<file path="config.mk">
export PLATFORM = sky130hd
export DESIGN_NAME = dcache_top
export DESIGN_NICKNAME = d
export VERILOG_FILES = /design/src/design/cache_addr_pkg.sv /design/src/design/victim_pkg.sv /design/src/design/victim_if.sv /design/src/design/cache_sets.sv /design/src/design/victim_buffer.sv /design/src/design/writeback_port.sv /design/src/design/dcache_top.sv
export SDC_FILE = /design/constraint.sdc
export NUM_CORES = 2
export LEC_CHECK = 0
export BUFFER_PORTS_ARGS = -buffer_cell sky130_fd_sc_hd__clkbuf_2
export CAP_MARGIN = 15
export CELL_PAD_IN_SITES_DETAIL_PLACEMENT = 0
export CELL_PAD_IN_SITES_GLOBAL_PLACEMENT = 2
export CORE_MARGIN = 2
export CORE_UTILIZATION = 47
export DETAILED_ROUTE_END_ITERATION = 8
export GPL_TIMING_DRIVEN = 1
export PLACE_DENSITY_LB_ADDON = 0.1
export SLEW_MARGIN = 20
export SYNTH_ARGS = -nofsm -noshare
export SYNTH_HDL_FRONTEND = slang
export SYNTH_HIERARCHICAL = 1
export SYNTH_SLANG_ARGS = --single-unit
</file>
<file path="constraint.sdc">
create_clock -name clock -period 12.8 [get_ports clock]
set_input_delay 0 -clock clock [delete_from_list [all_inputs] [get_ports clock]]
set_output_delay 0 -clock clock [all_outputs]
set_load 0.01 [all_outputs]
</file>
<file path="src/design/cache_addr_pkg.sv">
// cache address layout
`default_nettype none

package cache_addr_pkg;

	localparam int ADDR_BITS = 32;

	// one 64-bit word per line
	localparam int OFFSET_BITS = 3;
	localparam int SET_BITS = 3;
	localparam int NUM_SETS = 1 << SET_BITS;
	localparam int TAG_BITS = ADDR_BITS - SET_BITS - OFFSET_BITS;

	// tag, then set index, then byte offset
	typedef struct packed {
		logic [TAG_BITS-1:0] tag;
		logic [SET_BITS-1:0] set_idx;
		logic [OFFSET_BITS-1:0] offset;
	} cache_addr_fields_t;

	// same byte address seen whole or split
	typedef union packed {
		logic [ADDR_BITS-1:0] raw;
		cache_addr_fields_t fields;
	} cache_addr_u;

endpackage

`default_nettype wire

</file>
<file path="src/design/victim_pkg.sv">
// victim line types
`default_nettype none

package victim_pkg;

	localparam int DATA_BITS = 64;

	// evicted line, carries enough to rebuild its address
	typedef struct packed {
		logic [cache_addr_pkg::TAG_BITS-1:0] tag;
		logic [cache_addr_pkg::SET_BITS-1:0] set_idx;
		logic [DATA_BITS-1:0] data;
	} victim_entry_t;

endpackage

`default_nettype wire

</file>
<file path="src/design/victim_if.sv">
// cache to victim buffer link
`timescale 1ns/10ps
`default_nettype none

interface victim_if;
	import victim_pkg::*;

	// displaced line, pushed at the edge where evict is high
	logic evict;
	victim_entry_t evict_entry;

	// array half of the read lookup
	logic array_hit;
	logic [DATA_BITS-1:0] array_data;

	modport array (
		output evict,
		output evict_entry,
		output array_hit,
		output array_data
	);

	modport buffer (
		input evict,
		input evict_entry,
		input array_hit,
		input array_data
	);

endinterface

`default_nettype wire

</file>
<file path="src/design/cache_sets.sv">
// set-associative line array
`timescale 1ns/10ps
`default_nettype none

module cache_sets #(
	parameter int NUM_WAYS = 4
) (
	input logic clock,
	input logic reset,
	input logic rd_en,
	input logic wr_en,
	input cache_addr_pkg::cache_addr_u rd_addr,
	input cache_addr_pkg::cache_addr_u wr_addr,
	input logic [63:0] wr_data,
	victim_if.array victims
);
	import cache_addr_pkg::*;
	import victim_pkg::*;

	localparam int WAY_BITS = $clog2(NUM_WAYS);
	localparam int NODES = NUM_WAYS - 1;

	logic [TAG_BITS-1:0] line_tag [NUM_SETS][NUM_WAYS];
	logic [DATA_BITS-1:0] line_data [NUM_SETS][NUM_WAYS];
	logic [NUM_WAYS-1:0] line_valid [NUM_SETS];

	// tree bits per set, heap order, 0 points left
	logic [NODES-1:0] plru [NUM_SETS];
	logic [NODES-1:0] plru_next [NUM_SETS];

	logic [SET_BITS-1:0] rd_set;
	logic [SET_BITS-1:0] wr_set;
	logic [NUM_WAYS-1:0] rd_hits;
	logic [NUM_WAYS-1:0] wr_hits;
	logic [WAY_BITS-1:0] rd_way;
	logic [WAY_BITS-1:0] hit_way;
	logic [WAY_BITS-1:0] free_way;
	logic [WAY_BITS-1:0] lru_way;
	logic [WAY_BITS-1:0] wr_way;
	logic rd_hit;
	logic wr_hit;
	logic has_free;

	// point every node on the path away from the way
	function automatic logic [NODES-1:0] touch(
		input logic [NODES-1:0] bits,
		input logic [WAY_BITS-1:0] way
	);
		logic [NODES-1:0] result;
		int node;
		result = bits;
		node = 0;
		for (int lvl = 0; lvl < WAY_BITS; lvl++) begin
			result[node] = ~way[WAY_BITS-1-lvl];
			node = 2 * node + 1 + int'(way[WAY_BITS-1-lvl]);
		end
		return result;
	endfunction

	// follow the node bits down from the root
	function automatic logic [WAY_BITS-1:0] plru_pick(input logic [NODES-1:0] bits);
		logic [WAY_BITS-1:0] way;
		int node;
		way = '0;
		node = 0;
		for (int lvl = 0; lvl < WAY_BITS; lvl++) begin
			way[WAY_BITS-1-lvl] = bits[node];
			node = 2 * node + 1 + int'(bits[node]);
		end
		return way;
	endfunction

	assign rd_set = rd_addr.fields.set_idx;
	assign wr_set = wr_addr.fields.set_idx;

	always_comb begin
		for (int w = 0; w < NUM_WAYS; w++) begin
			rd_hits[w] = line_valid[rd_set][w] && line_tag[rd_set][w] == rd_addr.fields.tag;
			wr_hits[w] = line_valid[wr_set][w] && line_tag[wr_set][w] == wr_addr.fields.tag;
		end
	end

	// descending scan, so the lowest invalid way is kept
	always_comb begin
		rd_way = '0;
		hit_way = '0;
		free_way = '0;
		for (int w = NUM_WAYS - 1; w >= 0; w--) begin
			if (rd_hits[w])
				rd_way = WAY_BITS'(w);
			if (wr_hits[w])
				hit_way = WAY_BITS'(w);
			if (!line_valid[wr_set][w])
				free_way = WAY_BITS'(w);
		end
	end

	assign rd_hit = |rd_hits;
	assign wr_hit = |wr_hits;
	assign has_free = ~&line_valid[wr_set];
	assign lru_way = plru_pick(plru[wr_set]);

	// hit, else first invalid, else tree victim
	assign wr_way = wr_hit ? hit_way : (has_free ? free_way : lru_way);

	// full set and a miss means the tree victim leaves
	assign victims.evict = wr_en & ~wr_hit & ~has_free;
	assign victims.evict_entry = '{
		tag: line_tag[wr_set][lru_way],
		set_idx: wr_set,
		data: line_data[wr_set][lru_way]
	};

	assign victims.array_hit = rd_en & rd_hit;
	assign victims.array_data = line_data[rd_set][rd_way];

	// write touch first, read touch on top of it
	always_comb begin
		plru_next = plru;
		if (wr_en)
			plru_next[wr_set] = touch(plru[wr_set], wr_way);
		if (rd_en && rd_hit)
			plru_next[rd_set] = touch(plru_next[rd_set], rd_way);
	end

	always_ff @(posedge clock) begin
		if (wr_en) begin
			line_tag[wr_set][wr_way] <= wr_addr.fields.tag;
			line_data[wr_set][wr_way] <= wr_data;
		end
	end

	always_ff @(posedge clock) begin
		if (reset) begin
			for (int s = 0; s < NUM_SETS; s++) begin
				line_valid[s] <= '0;
				plru[s] <= '0;
			end
		end else begin
			if (wr_en)
				line_valid[wr_set][wr_way] <= 1'b1;
			plru <= plru_next;
		end
	end

	// a tag never sits in two ways of one set
	assert property (@(posedge clock) disable iff (reset)
		$onehot0(rd_hits) && $onehot0(wr_hits));

endmodule

`default_nettype wire

</file>
<file path="src/design/victim_buffer.sv">
// victim FIFO with read search
`timescale 1ns/10ps
`default_nettype none

module victim_buffer #(
	parameter int VICTIM_DEPTH = 4
) (
	input logic clock,
	input logic reset,
	input logic rd_en,
	input cache_addr_pkg::cache_addr_u rd_addr,
	victim_if.buffer victims,
	input logic pop,
	output logic head_valid,
	output victim_pkg::victim_entry_t head_entry,
	output logic victim_full,
	output logic rd_valid,
	output logic rd_miss,
	output logic [63:0] rd_data
);
	import victim_pkg::*;

	localparam int PTR_BITS = $clog2(VICTIM_DEPTH);
	localparam int CNT_BITS = $clog2(VICTIM_DEPTH + 1);

	victim_entry_t entries [VICTIM_DEPTH];
	logic [PTR_BITS-1:0] head;
	logic [PTR_BITS-1:0] tail;
	logic [CNT_BITS-1:0] count;

	// slot holding the k-th oldest entry
	logic [PTR_BITS-1:0] slot [VICTIM_DEPTH];
	logic buf_hit;
	logic [DATA_BITS-1:0] buf_data;

	// wrap for depths that are not a power of two
	function automatic logic [PTR_BITS-1:0] next_ptr(input logic [PTR_BITS-1:0] ptr);
		if (ptr == PTR_BITS'(VICTIM_DEPTH - 1))
			return '0;
		return ptr + 1'b1;
	endfunction

	always_ff @(posedge clock) begin
		if (victims.evict)
			entries[tail] <= victims.evict_entry;
	end

	always_ff @(posedge clock) begin
		if (reset) begin
			head <= '0;
			tail <= '0;
			count <= '0;
		end else begin
			if (victims.evict)
				tail <= next_ptr(tail);
			if (pop)
				head <= next_ptr(head);
			case ({victims.evict, pop})
				2'b10: count <= count + 1'b1;
				2'b01: count <= count - 1'b1;
				default: count <= count;
			endcase
		end
	end

	always_comb begin
		for (int k = 0; k < VICTIM_DEPTH; k++)
			slot[k] = PTR_BITS'((int'(head) + k) % VICTIM_DEPTH);
	end

	// oldest to newest, so the newest match wins
	always_comb begin
		buf_hit = 1'b0;
		buf_data = '0;
		for (int k = 0; k < VICTIM_DEPTH; k++) begin
			if (k < int'(count) &&
				entries[slot[k]].tag == rd_addr.fields.tag &&
				entries[slot[k]].set_idx == rd_addr.fields.set_idx) begin
				buf_hit = 1'b1;
				buf_data = entries[slot[k]].data;
			end
		end
	end

	assign head_valid = count != '0;
	assign head_entry = entries[head];
	assign victim_full = count == CNT_BITS'(VICTIM_DEPTH);

	// array copy is newer than anything held here
	assign rd_valid = rd_en & (victims.array_hit | buf_hit);
	assign rd_miss = rd_en & ~victims.array_hit & ~buf_hit;
	assign rd_data = victims.array_hit ? victims.array_data : buf_data;

	// array must not evict into a full buffer
	assert property (@(posedge clock) disable iff (reset)
		victim_full |-> !victims.evict);

	// write-back port drains only what is held
	assert property (@(posedge clock) disable iff (reset)
		!head_valid |-> !pop);

endmodule

`default_nettype wire

</file>
<file path="src/design/writeback_port.sv">
// victim drain to memory
`timescale 1ns/10ps
`default_nettype none

module writeback_port (
	input logic clock,
	input logic reset,
	input logic head_valid,
	input victim_pkg::victim_entry_t head_entry,
	input logic mem_busy,
	output logic pop,
	output logic mem_wr_en,
	output cache_addr_pkg::cache_addr_u mem_addr,
	output logic [63:0] mem_wr_data
);
	import cache_addr_pkg::*;

	cache_addr_u line_addr;

	// drain whenever memory takes a write
	assign pop = head_valid & ~mem_busy;

	// word address from the victim's tag and set
	always_comb begin
		line_addr.fields.tag = head_entry.tag;
		line_addr.fields.set_idx = head_entry.set_idx;
		line_addr.fields.offset = '0;
	end

	always_ff @(posedge clock) begin
		if (reset)
			mem_wr_en <= 1'b0;
		else
			mem_wr_en <= pop;
	end

	always_ff @(posedge clock) begin
		if (pop) begin
			mem_addr.raw <= line_addr.raw;
			mem_wr_data <= head_entry.data;
		end
	end

	// one pop gives a single-cycle write
	assert property (@(posedge clock) disable iff (reset)
		pop ##1 !pop |=> !mem_wr_en);

endmodule

`default_nettype wire

</file>
<file path="src/design/dcache_top.sv">
// data cache top level
`timescale 1ns/10ps
`default_nettype none

module dcache_top #(
	parameter int NUM_WAYS = 4,
	parameter int VICTIM_DEPTH = 4
) (
	input logic clock,
	input logic reset,
	input logic rd_en,
	input logic [31:0] rd_addr,
	output logic rd_valid,
	output logic [63:0] rd_data,
	output logic rd_miss,
	input logic wr_en,
	input logic [31:0] wr_addr,
	input logic [63:0] wr_data,
	output logic victim_full,
	input logic mem_busy,
	output logic mem_wr_en,
	output logic [31:0] mem_addr,
	output logic [63:0] mem_wr_data
);
	import victim_pkg::*;

	logic head_valid;
	victim_entry_t head_entry;
	logic pop;

	victim_if victims ();

	cache_sets #(
		.NUM_WAYS(NUM_WAYS)
	) i_sets (
		.clock(clock),
		.reset(reset),
		.rd_en(rd_en),
		.wr_en(wr_en),
		.rd_addr(rd_addr),
		.wr_addr(wr_addr),
		.wr_data(wr_data),
		.victims(victims.array)
	);

	victim_buffer #(
		.VICTIM_DEPTH(VICTIM_DEPTH)
	) i_victims (
		.clock(clock),
		.reset(reset),
		.rd_en(rd_en),
		.rd_addr(rd_addr),
		.victims(victims.buffer),
		.pop(pop),
		.head_valid(head_valid),
		.head_entry(head_entry),
		.victim_full(victim_full),
		.rd_valid(rd_valid),
		.rd_miss(rd_miss),
		.rd_data(rd_data)
	);

	writeback_port i_writeback (
		.clock(clock),
		.reset(reset),
		.head_valid(head_valid),
		.head_entry(head_entry),
		.mem_busy(mem_busy),
		.pop(pop),
		.mem_wr_en(mem_wr_en),
		.mem_addr(mem_addr),
		.mem_wr_data(mem_wr_data)
	);

endmodule

`default_nettype wire

</file>
==> run_results.csv <==
group,metric,value,unit
worst_setup_path,rrSetupSlack,6160,ps
clock_tree,cts_root_buf,"clkbuf_16",
power,powerDensity,146,nW/µm²
final_layout,fin_area,181000,µm²
worst_setup_path,cp_cell_sequence,"buf_8, buf_4, mux2_2, a221o_1, a222oi_1, xnor2_1, nor4_1, nand2_1, nor4_2, nand2b_1, a21oi_4, buf_4, buf_4, mux2i_1, mux2i_1, a21oi_1, o21ai_1, clkbuf_2",
floorplanning,rows,214,
floorplanning,die_h,588,µm
grt,grt_start_max_net_pins,100,
grt,grt_pass1_vias,111754,
placed_design,hpwl,400,mm
final_layout,drive_gt1_frac,0.201,
timing,hold_viol,0,
timing,grt_setup_unrepaired,"no",
yosys,synth_edf_count,3345,
grt,grt_pass1_wl,942,mm
clock_tree,cts_resized,0,
clock_tree,path_clk_slew,60,ps
clock_tree,clkLatencyLatePin,1030,ps
clock_tree,cts.path.max_buffers,4,
placed_design,io_buffers,287,
worst_setup_path,cp_common_cell,"buf_4",
detailed_routing,wirelength,701,mm
yosys,yosysMostFrequentCell,"edfxtp_1",
yosys,async_flop_share,0,
worst_setup_path,path_max_fanout,57,
detailed_routing,drc,0,
worst_setup_path,worstReg2RegEnd,"i_sets/line_data[2][206]$_DFFE_PP_",
clock_tree,clock-sinks,3411,
worst_setup_path,cpPeakStageDelay,1100,ps
min_path,hold_path_depth,2,
clock_tree,cts_tree,"done",
detailed_routing,drt_iter0_drc,18923,
power,p_int,19.7,mW
timing,period_needed,8820,ps
placed_design,place_area,168000,µm²
timing,tightest_slew,1360,ps
power,comb_power_share,0.120,
grt,antenna_found_initial,72,
timing,final.setup.tns,0,ps
worst_setup_path,crit_arrival,8820,ps
floorplanning,die_w,588,µm
power,p_sw,6.75,mW
yosys,yosysWarnings,6,
placed_design,place_congestion,0.948,
yosys,seq_area_frac_synth,0.634,
power,swShare,0.255,
yosys,yosys-top-cells-count,"3,345 x edfxtp_1, 1,539 x a22oi_1, 631 x mux2i_1",
outcome,status,"complete, no violations",
power,power.share.clock,0.407,
timing,period_share,0.689,
final_layout,fill_cells,27316,
yosys,ys_seq_elements,3411,
yosys,syn_area_per_cell,15.2,µm²
yosys,synth-main-ff-cell,"edfxtp_1",
final_layout,instances_no_fill,15629,
yosys,ys_types,92,
worst_setup_path,reg2reg_depth,11,
final_layout,final_nets,10877,
floorplanning,core-area,340000,µm²
timing,setup_viol,0,
grt,track_usage,0.394,
detailed_routing,ant_nets,0,
worst_setup_path,setup.worst_path.end_class,"output port",
timing,skew,97.2,ps
worst_setup_path,critPathRequiredTime,12800,ps
timing,finalMaxSlewViolations,0,
yosys,yosysTopAreaCell,"edfxtp_1",
placed_design,dp_cells,14794,
worst_setup_path,crit_slowest_cell,"nor4_2",
floorplanning,io-pin-count,297,
worst_setup_path,r2r_start,"i_sets/line_tag[1][85]$_DFFE_PP_",
floorplanning,start_util,0.472,
grt,overflow,0,
yosys,synth_top_area_share,0.626,
worst_setup_path,worst_setup_path_start_kind,"input port",
detailed_routing,drtPass1Iterations,7,
placed_design,pre_cts_slack,4460,ps
yosys,synthTopCellsByArea,"edfxtp_1 63%, mux4_2 7.9%, a22oi_1 7.2%",
timing,maxSlewHeadroom,0.0935,
power,vdd.ir_drop.worst,0.120,mV
flow_run,maxCapViolations,0,
clock_tree,cts_buffers,373,
timing,finalWorstSetupSlack,3980,ps
power,power.leakage,55.9,nW
detailed_routing,vias_per_cell,7.48,
final_layout,synthToLayoutAreaGrowth,12.7,%
detailed_routing,routedWlPerCell,44.8,µm
min_path,hp-start,"wr_addr[4]",
clock_tree,postCtsSetupBuffers,0,
timing,fmax,113,MHz
power,p_seq_frac,0.472,
yosys,netlist_instances,10532,
floorplanning,fp.dieArea,346000,µm²
detailed_routing,vias,116931,
yosys,netlist_area,160000,µm²
worst_setup_path,path_class,"in -> out",
min_path,whs_endpoint,"i_victims/entries[1][65]$_DFFE_PP_",
min_path,holdCritPathClass,"in -> reg",
clock_tree,h-tree-depth,5,
-- through the flow --
step / util / total power, mW / hold slack (ps)
3_3_place_gp: 0.493 / 15.7 / 226
4_1_cts: 0.532 / 26.4 / 84.4
6_report: 0.532 / 26.4 / 106
5_1_grt: 0.532 / 27.0 / 131
2_1_floorplan: - / 14.3 / 68.8
3_5_place_dp: 0.493 / 15.7 / 239
-- layout make-up --
cell class	count	area [µm²]	share of cell area
tap	4536	5680	0.0314
clock buffer	463	9950	0.0550
multi-input combinational	6089	55100	0.304
timing repair buffer	771	5870	0.0325
inverter	88	335	0.00185
antenna	54	135	0.000747
clock inverter	217	2070	0.0115
sequential	3411	102000	0.563
-- flip-flops by register name, summed over array words and instances (netlist names), 2 cells and up, named ones only --
signal	count
i_sets/line_data	2048
i_sets/line_tag	832
i_victims/entries	372
i_writeback/mem_wr_data	64
i_sets/line_valid	32
i_writeback/mem_addr	29
i_sets/plru	24
i_victims/count	3
i_victims/head	2
i_victims/tail	2
-- what timing repair did --
item	in CTS	in global routing
endpoints found under the setup margin	0	0
endpoints found under the hold margin	2981	0
hold buffers	100	0
-- placed cells by master (no fill, tap or decap), drive strengths merged, types with 34 or more instances in the layout --
cell type    instances
nor3                47
nor3b               71
o31ai               65
a22oi             1539
a21oi              265
bufinv              37
nand3              102
mux4               562
clkinv             158
clkbuf             745
nor2               228
a221o               55
mux2i              632
a221oi             330
buf                389
nand2              196
o22ai               79
a22o               133
xnor2              167
dfxtp               66
o21ai              248
nor4                38
mux2               285
nand4              490
xor2               110
diode               54
inv                101
edfxtp            3345
a31oi               47
and2                34
a222oi              58
dlygate4sd3        100
-- cell families (layout without fill, tap and decap cells) --
kind of cell | count (synthesis) | count (layout) | synth area share
buffers and inverters | 1034 | 1539 | 0.0285
AOI/OAI and AO/OA | 3001 | 3001 | 0.138
muxes | 1479 | 1479 | 0.138
DFF | 3411 | 3411 | 0.634
adders and majority gates | 10 | 10 | 0.000780
and+or+nand+nor | 1319 | 1319 | 0.0453
xor gates and xnor gates | 277 | 277 | 0.0151
other | 1 | 57 | 0.0000234
-- power by group through the flow --
stage,registers [mW],clock network [mW],logic (mW)
floorplan,12.7,0,1.63
global placement,12.7,0,3.01
detailed placement,12.7,0,3.03
CTS,12.5,10.8,3.07
global route,12.5,11.2,3.23
finish,12.5,10.8,3.17
-- how the worst max path moves through the flow --
stage	start	endpoint	slack, ps	depth (start not counted)
floorplan	wr_addr[4]	i_sets/line_data[1][128]$_DFFE_PP_	3500	12
global placement	rd_addr[4]	rd_data[56]	4320	18
detailed placement	rd_addr[4]	rd_data[16]	4460	18
CTS	rd_addr[4]	rd_data[16]	4430	18
global route	rd_addr[4]	rd_data[16]	4190	18
finish	rd_addr[4]	rd_data[16]	3980	18
-- metal layers --
layer	vias up	share of wire	GRT usage	wire length, µm
li1	45008	-	-	-
met1	60027	0.36	0.509	250000
met2	9772	0.44	0.585	305000
met3	2100	0.13	0.115	94300
met4	24	0.073	0.252	51100
met5	-	0.00023	0	158
-- worst max-delay path: cells and delay by family --
kind | cells | cell delay, ps
buf+inv | 5 | 2630
simple gates | 4 | 2470
mux | 3 | 1690
compound gates | 5 | 1600
xor+xnor | 1 | 120
Note: power is estimated with default switching activity, not from simulation.
